**config.mk**
```make
export PLATFORM = sky130hd
export DESIGN_NAME = network_tx
export DESIGN_NICKNAME = d
export VERILOG_FILES = /design/src/source/net_tx_pkg.sv /design/src/source/network_tx.sv /design/src/source/gmii_send.sv /design/src/source/mac_send.sv /design/src/source/ip_send.sv /design/src/source/udp_send.sv /design/src/source/tx_sequencer.sv
export SDC_FILE = /design/constraint.sdc
export NUM_CORES = 1
export LEC_CHECK = 0
export BUFFER_PORTS_ARGS = -buffer_cell sky130_fd_sc_hd__buf_2
export CORE_UTILIZATION = 50
export DETAILED_ROUTE_END_ITERATION = 10
export PLACE_DENSITY = 0.78
export SLEW_MARGIN = 20
export SYNTH_ARGS = -nofsm -noshare
export SYNTH_HDL_FRONTEND = slang
export SYNTH_HIERARCHICAL = 1
export SYNTH_SLANG_ARGS = --single-unit
```
**constraint.sdc**
```tcl
create_clock -name tx_clock -period 14.9 [get_ports tx_clock]
set_clock_uncertainty 0.05 [all_clocks]
set_input_delay 2.235 -clock tx_clock [delete_from_list [all_inputs] [get_ports tx_clock]]
set_output_delay 2.235 -clock tx_clock [all_outputs]
set_load 0.02 [all_outputs]
```
**src/source/net_tx_pkg.sv**
```systemverilog
/*
 * net_tx_pkg
 * shared widths, protocol constants and state encodings
 * for the UDP/IPv4/Ethernet transmit path
 */
package net_tx_pkg;

  // --------------------
  // field types
  // --------------------
  typedef logic [7:0]  byte_t;      // one frame byte
  typedef logic [47:0] mac_addr_t;  // ethernet address
  typedef logic [31:0] ip_addr_t;   // ipv4 address
  typedef logic [15:0] port_t;      // udp port
  typedef logic [15:0] length_t;    // payload, udp or ip length

  // --------------------
  // state encodings
  // --------------------
  typedef enum logic [1:0] {SEQ_IDLE, SEQ_READY, SEQ_START, SEQ_BUSY} seq_state_t;

  typedef enum logic [2:0] {
    MAC_IDLE,
    MAC_PREAMBLE,
    MAC_HEADER,
    MAC_PAYLOAD,
    MAC_FCS
  } mac_state_t;

  typedef enum logic [1:0] {IP_IDLE, IP_HEADER, IP_PAYLOAD} ip_state_t;

  // --------------------
  // ethernet framing
  // --------------------
  localparam byte_t       PREAMBLE_BYTE    = 8'h55;
  localparam byte_t       SFD_BYTE         = 8'hD5;
  localparam int          PREAMBLE_LEN     = 8;     // includes sfd
  localparam int          MAC_HEADER_LEN   = 14;    // dst, src, ethertype
  localparam logic [15:0] ETHERTYPE_IPV4   = 16'h0800;
  localparam int          FCS_LEN          = 4;
  localparam logic [31:0] CRC_POLY         = 32'hEDB88320;  // reflected crc-32
  localparam logic [31:0] CRC_RESIDUE_INIT = 32'hFFFFFFFF;
  localparam int          IFG_LEN          = 12;    // idle cycles between frames

  // --------------------
  // ipv4 / udp
  // --------------------
  localparam int          IP_HEADER_LEN  = 20;
  localparam byte_t       IP_TTL         = 8'd128;
  localparam byte_t       IP_PROTO_UDP   = 8'd17;
  localparam logic [15:0] IP_FLAGS_DF    = 16'h4000;  // don't fragment, offset 0
  localparam int          UDP_HEADER_LEN = 8;
  localparam port_t       LOCAL_PORT     = 16'd1024;

  // legal payload range, no padding for short frames
  localparam int MIN_PAYLOAD = 18;
  localparam int MAX_PAYLOAD = 1472;

endpackage
```
**src/source/network_tx.sv**
```systemverilog
/*
 * network_tx
 * udp transmit path top: sequencer, udp, ip, mac
 * and gmii stages chained by start pulses
 */
`timescale 1ns/1ps

module network_tx import net_tx_pkg::*; (
  input  logic      tx_clock,
  input  logic      rst,
  // user side
  input  logic      udp_tx_request,
  input  length_t   udp_tx_length,
  input  byte_t     udp_tx_data,
  output logic      udp_tx_enable,
  output logic      udp_tx_active,
  input  logic      run,
  input  mac_addr_t local_mac,
  input  ip_addr_t  local_ip,
  input  mac_addr_t dest_mac,
  input  ip_addr_t  dest_ip,
  input  port_t     dest_port,
  // phy
  output byte_t     phy_txd,
  output logic      phy_tx_en
);

  // --------------------
  // interconnect
  // --------------------
  logic      frame_start;
  length_t   payload_length;
  mac_addr_t tx_dest_mac;
  ip_addr_t  tx_dest_ip;
  port_t     tx_dest_port;
  logic      gap_busy;
  logic      ip_start;       // mac -> ip
  logic      udp_start;      // ip -> udp
  length_t   udp_length;
  byte_t     udp_data;
  logic      udp_active;
  byte_t     ip_data;
  logic      ip_active;
  byte_t     mac_tx_data;
  logic      mac_tx_active;

  tx_sequencer seq_inst (
    .tx_clock(tx_clock), .rst(rst),
    .udp_tx_request(udp_tx_request), .udp_tx_length(udp_tx_length),
    .run(run), .dest_mac(dest_mac), .dest_ip(dest_ip), .dest_port(dest_port),
    .gap_busy(gap_busy), .frame_start(frame_start), .udp_tx_enable(udp_tx_enable),
    .payload_length(payload_length), .tx_dest_mac(tx_dest_mac),
    .tx_dest_ip(tx_dest_ip), .tx_dest_port(tx_dest_port)
  );

  udp_send udp_send_inst (
    .tx_clock(tx_clock), .rst(rst), .udp_start(udp_start),
    .payload_length(payload_length), .tx_dest_port(tx_dest_port),
    .udp_tx_data(udp_tx_data), .udp_tx_active(udp_tx_active),
    .udp_length(udp_length), .udp_data(udp_data), .udp_active(udp_active)
  );

  ip_send ip_send_inst (
    .tx_clock(tx_clock), .rst(rst), .ip_start(ip_start), .udp_length(udp_length),
    .udp_data(udp_data), .udp_active(udp_active), .local_ip(local_ip),
    .tx_dest_ip(tx_dest_ip), .ip_start_udp(udp_start), .ip_data(ip_data),
    .ip_active(ip_active)
  );

  mac_send mac_send_inst (
    .tx_clock(tx_clock), .rst(rst), .frame_start(frame_start),
    .tx_dest_mac(tx_dest_mac), .local_mac(local_mac), .ip_data(ip_data),
    .ip_active(ip_active), .ip_start(ip_start), .mac_tx_data(mac_tx_data),
    .mac_tx_active(mac_tx_active)
  );

  gmii_send gmii_send_inst (
    .tx_clock(tx_clock), .rst(rst), .mac_tx_data(mac_tx_data),
    .mac_tx_active(mac_tx_active), .phy_txd(phy_txd), .phy_tx_en(phy_tx_en),
    .gap_busy(gap_busy)
  );

endmodule

```
**src/source/gmii_send.sv**
```systemverilog
/*
 * gmii_send
 * registers the frame bytes onto the phy pins
 * and holds off the next frame for the inter-frame gap
 */
`timescale 1ns/1ps

module gmii_send import net_tx_pkg::*; (
  input  logic  tx_clock,
  input  logic  rst,
  input  byte_t mac_tx_data,
  input  logic  mac_tx_active,
  output byte_t phy_txd,
  output logic  phy_tx_en,
  output logic  gap_busy
);

  logic [3:0] gap_cnt;  // ifg cycles left

  always_ff @(posedge tx_clock) begin
    phy_txd <= mac_tx_data;
  end

  always_ff @(posedge tx_clock) begin
    if (rst) begin
      phy_tx_en <= 1'b0;
      gap_cnt   <= '0;
    end else begin
      phy_tx_en <= mac_tx_active;
      if (phy_tx_en && !mac_tx_active) gap_cnt <= 4'(IFG_LEN);  // last byte on pins
      else if (gap_cnt != 4'd0) gap_cnt <= gap_cnt - 4'd1;
    end
  end

  // frame on the pins or gap still running
  assign gap_busy = phy_tx_en || (gap_cnt != 4'd0);

  // sequencer must have held the next frame back
  a_ifg: assert property (@(posedge tx_clock) disable iff (rst)
    (gap_cnt != 4'd0) |-> !$rose(mac_tx_active))
    else $error("frame started inside inter-frame gap");

endmodule

```
**src/source/mac_send.sv**
```systemverilog
/*
 * mac_send
 * preamble, sfd and ethernet header, then the ip stream,
 * closed by the crc-32 frame check sequence
 */
`timescale 1ns/1ps

module mac_send import net_tx_pkg::*; (
  input  logic      tx_clock,
  input  logic      rst,
  input  logic      frame_start,
  input  mac_addr_t tx_dest_mac,
  input  mac_addr_t local_mac,
  input  byte_t     ip_data,
  input  logic      ip_active,
  output logic      ip_start,
  output byte_t     mac_tx_data,
  output logic      mac_tx_active
);

  mac_state_t   state;
  logic [3:0]   cnt;    // byte index within the current state
  logic [175:0] pre_q;  // preamble + sfd + header, msb first
  logic [31:0]  crc_q;

  // one byte of the reflected crc-32, lsb first
  function automatic logic [31:0] crc_byte(input logic [31:0] crc, input byte_t data);
    logic [31:0] c;
    c = crc ^ {24'h000000, data};
    for (int i = 0; i < 8; i++) begin
      c = c[0] ? ((c >> 1) ^ CRC_POLY) : (c >> 1);
    end
    return c;
  endfunction

  // --------------------
  // fsm
  // --------------------
  always_ff @(posedge tx_clock) begin
    if (rst) begin
      state <= MAC_IDLE;
      cnt   <= '0;
    end else begin
      case (state)
        MAC_IDLE: begin
          cnt <= '0;
          if (frame_start) state <= MAC_PREAMBLE;
        end
        MAC_PREAMBLE: begin
          cnt <= cnt + 4'd1;
          if (cnt == 4'(PREAMBLE_LEN - 1)) begin
            cnt   <= '0;
            state <= MAC_HEADER;
          end
        end
        MAC_HEADER: begin
          cnt <= cnt + 4'd1;
          if (cnt == 4'(MAC_HEADER_LEN - 1)) state <= MAC_PAYLOAD;
        end
        MAC_PAYLOAD: begin
          // first fcs byte goes out in the cycle ip_active drops
          if (!ip_active) begin
            cnt   <= 4'd1;
            state <= MAC_FCS;
          end
        end
        MAC_FCS: begin
          cnt <= cnt + 4'd1;
          if (cnt == 4'(FCS_LEN - 1)) state <= MAC_IDLE;
        end
        default: state <= MAC_IDLE;
      endcase
    end
  end

  // --------------------
  // data path
  // --------------------
  always_ff @(posedge tx_clock) begin
    case (state)
      MAC_IDLE: begin
        pre_q <= {{7{PREAMBLE_BYTE}}, SFD_BYTE, tx_dest_mac, local_mac, ETHERTYPE_IPV4};
        crc_q <= CRC_RESIDUE_INIT;
      end
      MAC_PREAMBLE: pre_q <= pre_q << 8;  // not covered by crc
      MAC_HEADER: begin
        pre_q <= pre_q << 8;
        crc_q <= crc_byte(crc_q, mac_tx_data);
      end
      MAC_PAYLOAD: begin
        if (ip_active) crc_q <= crc_byte(crc_q, mac_tx_data);
        else crc_q <= crc_q >> 8;  // fcs byte 0 sent
      end
      MAC_FCS:  crc_q <= crc_q >> 8;
      default:  crc_q <= crc_q;
    endcase
  end

  always_comb begin
    case (state)
      MAC_PREAMBLE, MAC_HEADER: mac_tx_data = pre_q[175:168];
      MAC_PAYLOAD: mac_tx_data = ip_active ? ip_data : ~crc_q[7:0];
      MAC_FCS:     mac_tx_data = ~crc_q[7:0];  // inverted, lsb first
      default:     mac_tx_data = 8'h00;
    endcase
  end

  assign mac_tx_active = (state != MAC_IDLE);

  // ip header lands right after the ethertype
  assign ip_start = (state == MAC_HEADER) && (cnt == 4'(MAC_HEADER_LEN - 1));

  // ip stream only opens once the ethernet header is done
  a_ip_hold: assert property (@(posedge tx_clock) disable iff (rst)
    (state == MAC_HEADER) |-> !$fell(ip_active))
    else $error("ip_active fell during mac header");

endmodule

```
**src/source/ip_send.sv**
```systemverilog
/*
 * ip_send
 * emits the 20 byte ipv4 header with its checksum,
 * then forwards the udp byte stream
 */
`timescale 1ns/1ps

module ip_send import net_tx_pkg::*; (
  input  logic     tx_clock,
  input  logic     rst,
  input  logic     ip_start,
  input  length_t  udp_length,
  input  byte_t    udp_data,
  input  logic     udp_active,
  input  ip_addr_t local_ip,
  input  ip_addr_t tx_dest_ip,
  output logic     ip_start_udp,
  output byte_t    ip_data,
  output logic     ip_active
);

  ip_state_t    state;
  logic [4:0]   cnt;        // header byte index
  length_t      total_len;
  logic [159:0] hdr_d;      // header with zero checksum
  logic [15:0]  hdr_csum;
  logic [159:0] hdr_q;      // shifts out msb first

  // ones-complement sum over the ten 16 bit words, folded twice
  function automatic logic [15:0] ip_checksum(input logic [159:0] hdr);
    logic [19:0] sum;
    sum = '0;
    for (int i = 0; i < 10; i++) begin
      sum = sum + {4'h0, hdr[16*i +: 16]};
    end
    sum = {4'h0, sum[15:0]} + {16'h0000, sum[19:16]};
    sum = {4'h0, sum[15:0]} + {16'h0000, sum[19:16]};
    return ~sum[15:0];
  endfunction

  // --------------------
  // header assembly
  // --------------------
  assign total_len = udp_length + length_t'(IP_HEADER_LEN);

  assign hdr_d = {8'h45, 8'h00, total_len,   // version/ihl, tos, length
                  16'h0000, IP_FLAGS_DF,     // id, df
                  IP_TTL, IP_PROTO_UDP,
                  16'h0000,                  // checksum slot
                  local_ip, tx_dest_ip};

  assign hdr_csum = ip_checksum(hdr_d);

  // load while idle so the frame sees one consistent header
  always_ff @(posedge tx_clock) begin
    if (state == IP_IDLE) hdr_q <= {hdr_d[159:80], hdr_csum, hdr_d[63:0]};
    else if (state == IP_HEADER) hdr_q <= hdr_q << 8;
  end

  // --------------------
  // fsm
  // --------------------
  always_ff @(posedge tx_clock) begin
    if (rst) begin
      state <= IP_IDLE;
      cnt   <= '0;
    end else begin
      case (state)
        IP_IDLE: begin
          cnt <= '0;
          if (ip_start) state <= IP_HEADER;
        end
        IP_HEADER: begin
          cnt <= cnt + 5'd1;
          if (cnt == 5'(IP_HEADER_LEN - 1)) state <= IP_PAYLOAD;
        end
        IP_PAYLOAD: if (!udp_active) state <= IP_IDLE;  // udp stream ended
        default:    state <= IP_IDLE;
      endcase
    end
  end

  // udp header follows the last ip header byte directly
  assign ip_start_udp = (state == IP_HEADER) && (cnt == 5'(IP_HEADER_LEN - 1));

  assign ip_data   = (state == IP_PAYLOAD) ? udp_data : hdr_q[159:152];
  assign ip_active = (state == IP_HEADER) || (state == IP_PAYLOAD && udp_active);

  // mac side must not restart a packet mid-flight
  a_no_restart: assert property (@(posedge tx_clock) disable iff (rst)
    ip_start |-> !ip_active)
    else $error("ip_start while ip stream active");

endmodule

```
**src/source/udp_send.sv**
```systemverilog
/*
 * udp_send
 * emits the 8 byte udp header, then strobes the user
 * payload in and forwards it one cycle later
 */
`timescale 1ns/1ps

module udp_send import net_tx_pkg::*; (
  input  logic    tx_clock,
  input  logic    rst,
  input  logic    udp_start,
  input  length_t payload_length,
  input  port_t   tx_dest_port,
  input  byte_t   udp_tx_data,
  output logic    udp_tx_active,
  output length_t udp_length,
  output byte_t   udp_data,
  output logic    udp_active
);

  length_t     cnt;    // index of byte on udp_data
  logic [63:0] hdr_q;  // header bytes still to go, msb first

  assign udp_length = payload_length + length_t'(UDP_HEADER_LEN);

  // --------------------
  // control
  // --------------------
  always_ff @(posedge tx_clock) begin
    if (rst) begin
      udp_active <= 1'b0;
      cnt        <= '0;
    end else if (udp_start) begin
      udp_active <= 1'b1;  // byte 0 out next cycle
      cnt        <= '0;
    end else if (udp_active) begin
      cnt <= cnt + 16'd1;
      if (cnt == udp_length - 16'd1) udp_active <= 1'b0;  // last byte out
    end
  end

  // next output byte is payload -> read strobe
  assign udp_tx_active = udp_active
                         && (cnt >= length_t'(UDP_HEADER_LEN - 1))
                         && (cnt < udp_length - 16'd1);

  // --------------------
  // data path
  // --------------------
  always_ff @(posedge tx_clock) begin
    if (udp_start) begin
      udp_data <= LOCAL_PORT[15:8];
      // src port lo, dst port, length, zero checksum
      hdr_q    <= {LOCAL_PORT[7:0], tx_dest_port, udp_length, 16'h0000, 8'h00};
    end else begin
      hdr_q    <= hdr_q << 8;
      udp_data <= udp_tx_active ? udp_tx_data : hdr_q[63:56];
    end
  end

endmodule

```
**src/source/tx_sequencer.sv**
```systemverilog
/*
 * tx_sequencer
 * turns a held udp request into one frame start pulse,
 * latches destination and length, waits out frame and gap
 */
`timescale 1ns/1ps

module tx_sequencer import net_tx_pkg::*; (
  input  logic      tx_clock,
  input  logic      rst,
  input  logic      udp_tx_request,
  input  length_t   udp_tx_length,
  input  logic      run,
  input  mac_addr_t dest_mac,
  input  ip_addr_t  dest_ip,
  input  port_t     dest_port,
  input  logic      gap_busy,
  output logic      frame_start,
  output logic      udp_tx_enable,
  output length_t   payload_length,
  output mac_addr_t tx_dest_mac,
  output ip_addr_t  tx_dest_ip,
  output port_t     tx_dest_port
);

  seq_state_t state;
  logic       frame_seen;  // gap_busy went high for this frame

  always_ff @(posedge tx_clock) begin
    if (rst) begin
      state      <= SEQ_IDLE;
      frame_seen <= 1'b0;
    end else begin
      case (state)
        SEQ_IDLE:  if (udp_tx_request && !gap_busy) state <= SEQ_READY;
        SEQ_READY: state <= SEQ_START;
        SEQ_START: begin
          state      <= SEQ_BUSY;
          frame_seen <= 1'b0;
        end
        SEQ_BUSY: begin
          if (gap_busy) frame_seen <= 1'b1;         // frame on the wire
          else if (frame_seen) state <= SEQ_IDLE;  // frame plus ifg done
        end
        default:   state <= SEQ_IDLE;
      endcase
    end
  end

  // destination follows inputs until run is set, then frozen
  always_ff @(posedge tx_clock) begin
    if (!run) begin
      tx_dest_mac  <= dest_mac;
      tx_dest_ip   <= dest_ip;
      tx_dest_port <= dest_port;
    end
    if (state == SEQ_READY) payload_length <= udp_tx_length;
  end

  assign frame_start   = (state == SEQ_START);  // one cycle
  assign udp_tx_enable = (state == SEQ_START);  // user ack, same cycle

  // length seen at acceptance is what gets latched, and it must be legal
  a_len_range: assert property (@(posedge tx_clock) disable iff (rst)
    (state == SEQ_IDLE && udp_tx_request && !gap_busy) |-> ##2
    (payload_length >= length_t'(MIN_PAYLOAD) && payload_length <= length_t'(MAX_PAYLOAD)))
    else $error("payload length out of range");

endmodule

```
# ---- After elaboration in Yosys (flattened, before gate mapping)
# Index checks and enable logic that the tools add are counted.
dict set report totals {
  inputBits 204
  ff_bits 599
  wordCells 152
  out_inout_bits 11
}
dict set report op_classes {
  n_bitwise 11
  n_reduce_logical 31
  n_addsub 16
  n_mux 43
  magnitude_cmp 2
  eq_ne 26
}
# operator count
set ops {}
lappend ops {{176-bit one-hot mux with 2 select lines} 1}
lappend ops {{144-bit 2-to-1 mux} 2}
lappend ops {{32-bit 2-to-1 mux} 9}
lappend ops {{32-bit one-hot mux with 4 select lines} 1}
lappend ops {{13-bit inverter with 14-bit output} 8}
lappend ops {{20-bit by 16-bit adder with 20-bit output} 3}
lappend ops {{56-bit 2-to-1 mux} 1}
lappend ops {{20-bit by 15-bit adder with 20-bit output, second input constant} 2}
lappend ops {{32-bit by 8-bit XOR with 32-bit output} 1}
lappend ops {{8-bit 2-to-1 mux} 3}
lappend ops {{8-bit one-hot mux with 3 select lines} 1}
lappend ops {{20-bit by 16-bit adder with 20-bit output, second input constant} 1}
lappend ops {{16-bit by 16-bit adder with 17-bit output} 1}
lappend ops {{16-bit by 4-bit adder with 17-bit output} 1}
lappend ops {{16-bit by 1-bit adder with 16-bit output, second input constant} 1}
lappend ops {{16-bit by 4-bit adder with 16-bit output} 1}
lappend ops {{16-bit by 4-bit adder with 16-bit output, second input constant} 1}
lappend ops {{16-bit by 5-bit adder with 16-bit output, second input constant} 1}
lappend ops {{16-bit equality test} 1}
lappend ops {{16-bit by 3-bit greater-or-equal comparator with 1-bit output, second input constant} 1}
lappend ops {{16-bit less-than comparator} 1}
lappend ops {{4-bit 2-to-1 mux} 4}
lappend ops {{16-bit inverter} 1}
lappend ops {{4-bit one-hot mux with 4 select lines} 1}
lappend ops {{other kinds (36)} 81}

# ---- Depth between registers and ports, before layout
dict set report logic_depth {
  word_depth 24
  mapped_depth 39
  ltp_nobuf 37
}

# ---- Cells and area by module
# The synthesis kept the hierarchy.
# module cells_per_inst instances area_each_um2
set modules_own_cells {}
lappend modules_own_cells {ip_send 943 1 9900.7}
lappend modules_own_cells {mac_send 757 1 9877.0}
lappend modules_own_cells {tx_sequencer 137 1 3603.5}
lappend modules_own_cells {udp_send 341 1 3219.3}
lappend modules_own_cells {gmii_send 33 1 400.4}

# ---- Least setup slack after synthesis
# No wires, ideal clock.
dict set report synth_timing {
  path_kind {input port to flip-flop}
  start {input local_ip[6]}
  end {register ip_send_inst.hdr_q[69] (data pin)}
  path_slack_ns 5.984
  stages 32
  path_buffers 0
  arrival_time_ns 8.601
  setup_time_ns 0.266
  cell_sequence {inv_1 fa_1 inv_1 fa_1 inv_1 fa_1 inv_1 ha_1 or3_4 nand2b_1 o21a_1 a21boi_0 o21ai_0 a21o_1 a21o_1 a21o_1 a21o_1 ha_1 a21oi_1 nor2_1 and4_1 nand4_1 nor4b_1 ha_1 nand3_1 or2_2 maj3_1 nor2_1 xor2_1 nor2_1 a21oi_1 nor2_1}
}
dict set report synth_between {
  elab_chain_cells 10
}
# element line_no
set synth_lines {}
lappend synth_lines {{from (decl)} network_tx.sv:19} ;# input ip_addr_t local_ip,
lappend synth_lines {{20-bit by 16-bit adder with 20-bit output (3 in a row)} ip_send.sv:34} ;# sum = sum + {4'h0, hdr[16*i +: 16]};
lappend synth_lines {{20-bit by 15-bit adder with 20-bit output} ip_send.sv:34}
lappend synth_lines {{20-bit by 16-bit adder with 20-bit output} ip_send.sv:34}
lappend synth_lines {{20-bit by 15-bit adder with 20-bit output} ip_send.sv:34}
lappend synth_lines {{16-bit by 4-bit adder with 17-bit output} ip_send.sv:36} ;# sum = {4'h0, sum[15:0]} + {16'h0000, sum[19:16]};
lappend synth_lines {{16-bit by 4-bit adder with 16-bit output} ip_send.sv:37} ;# sum = {4'h0, sum[15:0]} + {16'h0000, sum[19:16]};
lappend synth_lines {{16-bit inverter} ip_send.sv:38} ;# return ~sum[15:0];
lappend synth_lines {{144-bit 2-to-1 mux} ip_send.sv:56} ;# if (state == IP_IDLE) hdr_q <= {hdr_d[159:80], hdr_csum, hdr_d[63:0]};
lappend synth_lines {{to (signal assigned)} ip_send.sv:56}
lappend synth_lines {{to (signal assigned)} ip_send.sv:57} ;# else if (state == IP_HEADER) hdr_q <= hdr_q << 8;
lappend synth_lines {{to (decl)} ip_send.sv:27} ;# logic [159:0] hdr_q;
# Every way passes these cells.
# A chain may end at the register's enable or synchronous reset.

# ---- Worst setup path after layout
dict set report layout_timing {
  start {register seq_inst.payload_length[3]}
  end {register ip_send_inst.hdr_q[69] (data pin)}
}
dict set report layout_between {
  elab_chain_cells 8
}
# element line_no
set layout_lines {}
lappend layout_lines {{from (decl)} tx_sequencer.sv:20} ;# output length_t payload_length,
lappend layout_lines {{from (signal assigned)} tx_sequencer.sv:57} ;# if (state == SEQ_READY) payload_length <= udp_tx_length;
lappend layout_lines {{16-bit by 4-bit adder with 16-bit output} udp_send.sv:24} ;# assign udp_length = payload_length + length_t'(UDP_HEADER_LEN);
lappend layout_lines {{via udp_length[9]} network_tx.sv:39} ;# length_t udp_length;
lappend layout_lines {{16-bit by 5-bit adder with 16-bit output} ip_send.sv:44} ;# assign total_len = udp_length + length_t'(IP_HEADER_LEN);
lappend layout_lines {{20-bit by 16-bit adder with 20-bit output} ip_send.sv:34}
lappend layout_lines {{20-bit by 15-bit adder with 20-bit output} ip_send.sv:34}
lappend layout_lines {{16-bit by 4-bit adder with 17-bit output} ip_send.sv:36}
lappend layout_lines {{16-bit by 4-bit adder with 16-bit output} ip_send.sv:37}
lappend layout_lines {{16-bit inverter} ip_send.sv:38}
lappend layout_lines {{144-bit 2-to-1 mux} ip_send.sv:56}
# The timed path passes the listed nets, and every way through them passes these cells.

==> results.yml <==
layout:
  fin_area_sq_mm: 0.0306
  seq_area_sq_mm: 0.0152
  area_growth_pct: 13.4
  fillers: 4291
  num-nets-final: 2711
  final_common_cell: "edfxtp_1"
  instances_no_fill: 3132
  final_cell_mix: "edfxtp_1 (401), buf_2 (214), nor2_1 (177), inv_1 (166), dfxtp_1 (156)"
  multi_input_area_sq_mm: 0.0106
  layout-drive-gt1-share_pct: 20.6
  final_core_util_pct: 57.8
sta:
  fin_crit_sh_pct: 61.8
  rsz0062_at_grt: "false"
  slew_viol_final: 0
  finalCriticalPeriod_ps: 9210
  fmax_ghz: 0.109
  finalHoldViolCount: 0
  slew-limit-headroom_pct: 25.8
  setup_viol: 0
  tightest_slew_ps: 1110
  finalSetupTns_ps: 0
status:
  outcome: "complete, no violations"
logic_synthesis:
  syn-num-nets: 2533
  netlist.top_cell.by_area: "edfxtp_1"
  async_flop_share_pct: 0
  ys_ff_latch: 560
  synth_ff_type: "edfxtp_1"
  yosysWarnings: 6
  netlist_area_sq_mm: 0.0270
  yosysTopAreaCellShare_pct: 44.6
  avgSynthCellArea_sq_um: 12.2
  yosys-top-cells-area: "edfxtp_1 (45%), dfxtp_1 (12%), mux2_2 (4.7%)"
  synth_cell_types: 106
  synth_edf_count: 401
  syn_inst: 2211
  ys_seq_area_share_pct: 56.4
critical_path:
  r2r-start: "seq_inst/payload_length[3]$_DFFE_PN_"
  cp_slowest_cell: "edfxtp_1"
  critPathCaptureType: "flop"
  cpPeakStageDelay_ps: 560
  crit_top_cell: "a21o_1"
  start_kind: "flop"
  cp-startpoint: "seq_inst/payload_length[3]$_DFFE_PN_"
  critical_path_class: "reg -> reg"
  path_max_fanout: 8
  worstPathRequired_ps: 15180
  cp_data_arrival_time_ps: 9490
clocking:
  hold_buffers: 0
  clk_pin_slew_ps: 60
  cts_setup_buffers: 0
  cts_made_buffers: 58
  cts_resized: 0
  clkLatencyLatePin_ps: 630
  cts_tree: "yes"
  clock_path_buffers: 3
  ctsRootBufferMaster: "clkbuf_16"
  cts.sinks: 560
  htree_levels: 2
route:
  dr.pass1.iters: 5
  remaining_drc_errors: 0
  antenna_left: 0
  wire_per_inst_um: 19.3
  vias: 17700
  routed_via_density: 5.64
  drt_wl_total_mm: 60.3
  first_iter_violations: 1367
grt:
  first_global_vias: 17400
  grt_pass1_wl_mm: 93.5
  grt.total_usage_pct: 21.9
  grt_max_degree: 91
  antenna_found_initial: 6
  overflow: 0
die:
  num_rows: 84
  initial_core_util_pct: 51.0
  ios: 215
  die-height_um: 234
  die_area_sq_mm: 0.0549
  core_sq_mm: 0.0530
  die-width_um: 234
hold_path:
  worstHoldStart: "udp_send_inst/hdr_q[48]$_DFF_P_"
  hold_class: "reg -> reg"
placement:
  dp_hpwl_mm: 42.5
  gp_congestion: 0.954
  dp.cells: 3017
  port_buffers: 214
  place_area_sq_mm: 0.0286
flow_run:
  drv_cap: 0
power_and_ir_drop:
  p_leak_nw: 12.0
  powerDensity_mw_per_mm2: 199
  vdd_drop_max_mv: 0.212
  power_mw: 6.10
## report_power, final
group / switching (mW) / internal, mW / leakage, nW
clock network: 0.622 / 0.870 / 0.992
logic: 1.53 / 1.02 / 5.68
registers: 0.0786 / 1.98 / 5.30
## worst max-delay path: cells and delay by family, from the launching register on
kind,cells,cell delay (ps)
buffers and inverters,3,230
AO/OA/AOI/OAI,11,1890
adder cells (fa/ha/maj),8,2990
AND/OR/NAND/NOR,12,2290
flip-flops,1,560
XOR/XNOR,3,940
## layout make-up
type,instances,area share [%]
Tap cell,688,2.81
Antenna cell,5,0.0409
Timing Repair Buffer,231,3.93
Clock buffer,74,5.34
Clock inverter,36,1.21
Inverter,176,2.17
Sequential cell,560,49.7
Multi-Input combinational cell,1362,34.8
## stage by stage
step,worst slack (ps),hold WS [ps]
2_1_floorplan,5980,364
3_3_place_gp,5430,370
3_5_place_dp,5290,373
4_1_cts,5720,387
5_1_grt,5100,404
6_report,5690,384
## synth_stat cells (all sizes together) (7+ instances only)
cell type and count:
a211oi 8, buf 32, xor2 54, ha 69
xnor2 67, inv 172, o22a 10, and2 12
dfxtp 159, a211o 8, nand4 20, mux2i 76
and4 8, o211a 10, or3 46, o31ai 10
o22ai 9, fa 49, or2 8, nand3 46
a22o 56, nor2 180, a21oi 83, mux2 113
o21ai 56, a21o 15, edfxtp 401, nand2 96
a31oi 20, clkbuf 81, and3 44, o211ai 11
nor3 41, nor2b 31, nand2b 14, o21a 7
## layer usage
metal | wire (um) | GRT usage (%) | vias to the layer above
li1 | - | - | 8346
met5 | 13 | 0 | -
met2 | 28300 | 34.7 | 537
met3 | 3900 | 4.12 | 104
met1 | 26800 | 30.5 | 8681
met4 | 1340 | 6.17 | 2
## path summary, 6_finish.rpt
kind	slack (ps)	cells after the start	to
worst max-delay path	5690	37	ip_send_inst/hdr_q[69]$_DFFE_PP_
worst max register to register	5690	37	ip_send_inst/hdr_q[69]$_DFFE_PP_
worst min-delay path	380	1	udp_send_inst/hdr_q[56]$_SDFF_PP0_
worst min register to register	380	1	udp_send_inst/hdr_q[56]$_SDFF_PP0_
## cell families (layout without fill, tap and decap cells)
| logic type | Yosys count | in the layout | synth area share [%] |
|---|---|---|---|
| xor gates and xnor gates | 122 | 122 | 4.40 |
| AOI/OAI and AO/OA | 356 | 356 | 9.52 |
| adders and majority gates | 121 | 121 | 6.94 |
| DFF | 560 | 560 | 56.4 |
| other | 0 | 5 | 0 |
| buffers and inverters | 289 | 517 | 4.29 |
| muxes | 189 | 189 | 7.54 |
| and+or+nand+nor | 574 | 574 | 10.9 |
## registers in the layout, summed over array words and instances (netlist names), 5 cells and up
register,flops
gmii_send_inst/phy_txd,8
ip_send_inst/cnt,5
ip_send_inst/hdr_q,160
mac_send_inst/crc_q,32
mac_send_inst/pre_q,161
seq_inst/payload_length,16
seq_inst/tx_dest_ip,32
seq_inst/tx_dest_mac,48
seq_inst/tx_dest_port,16
udp_send_inst/cnt,16
udp_send_inst/hdr_q,40
udp_send_inst/udp_data,8
Power figures use the tool's default switching activity.
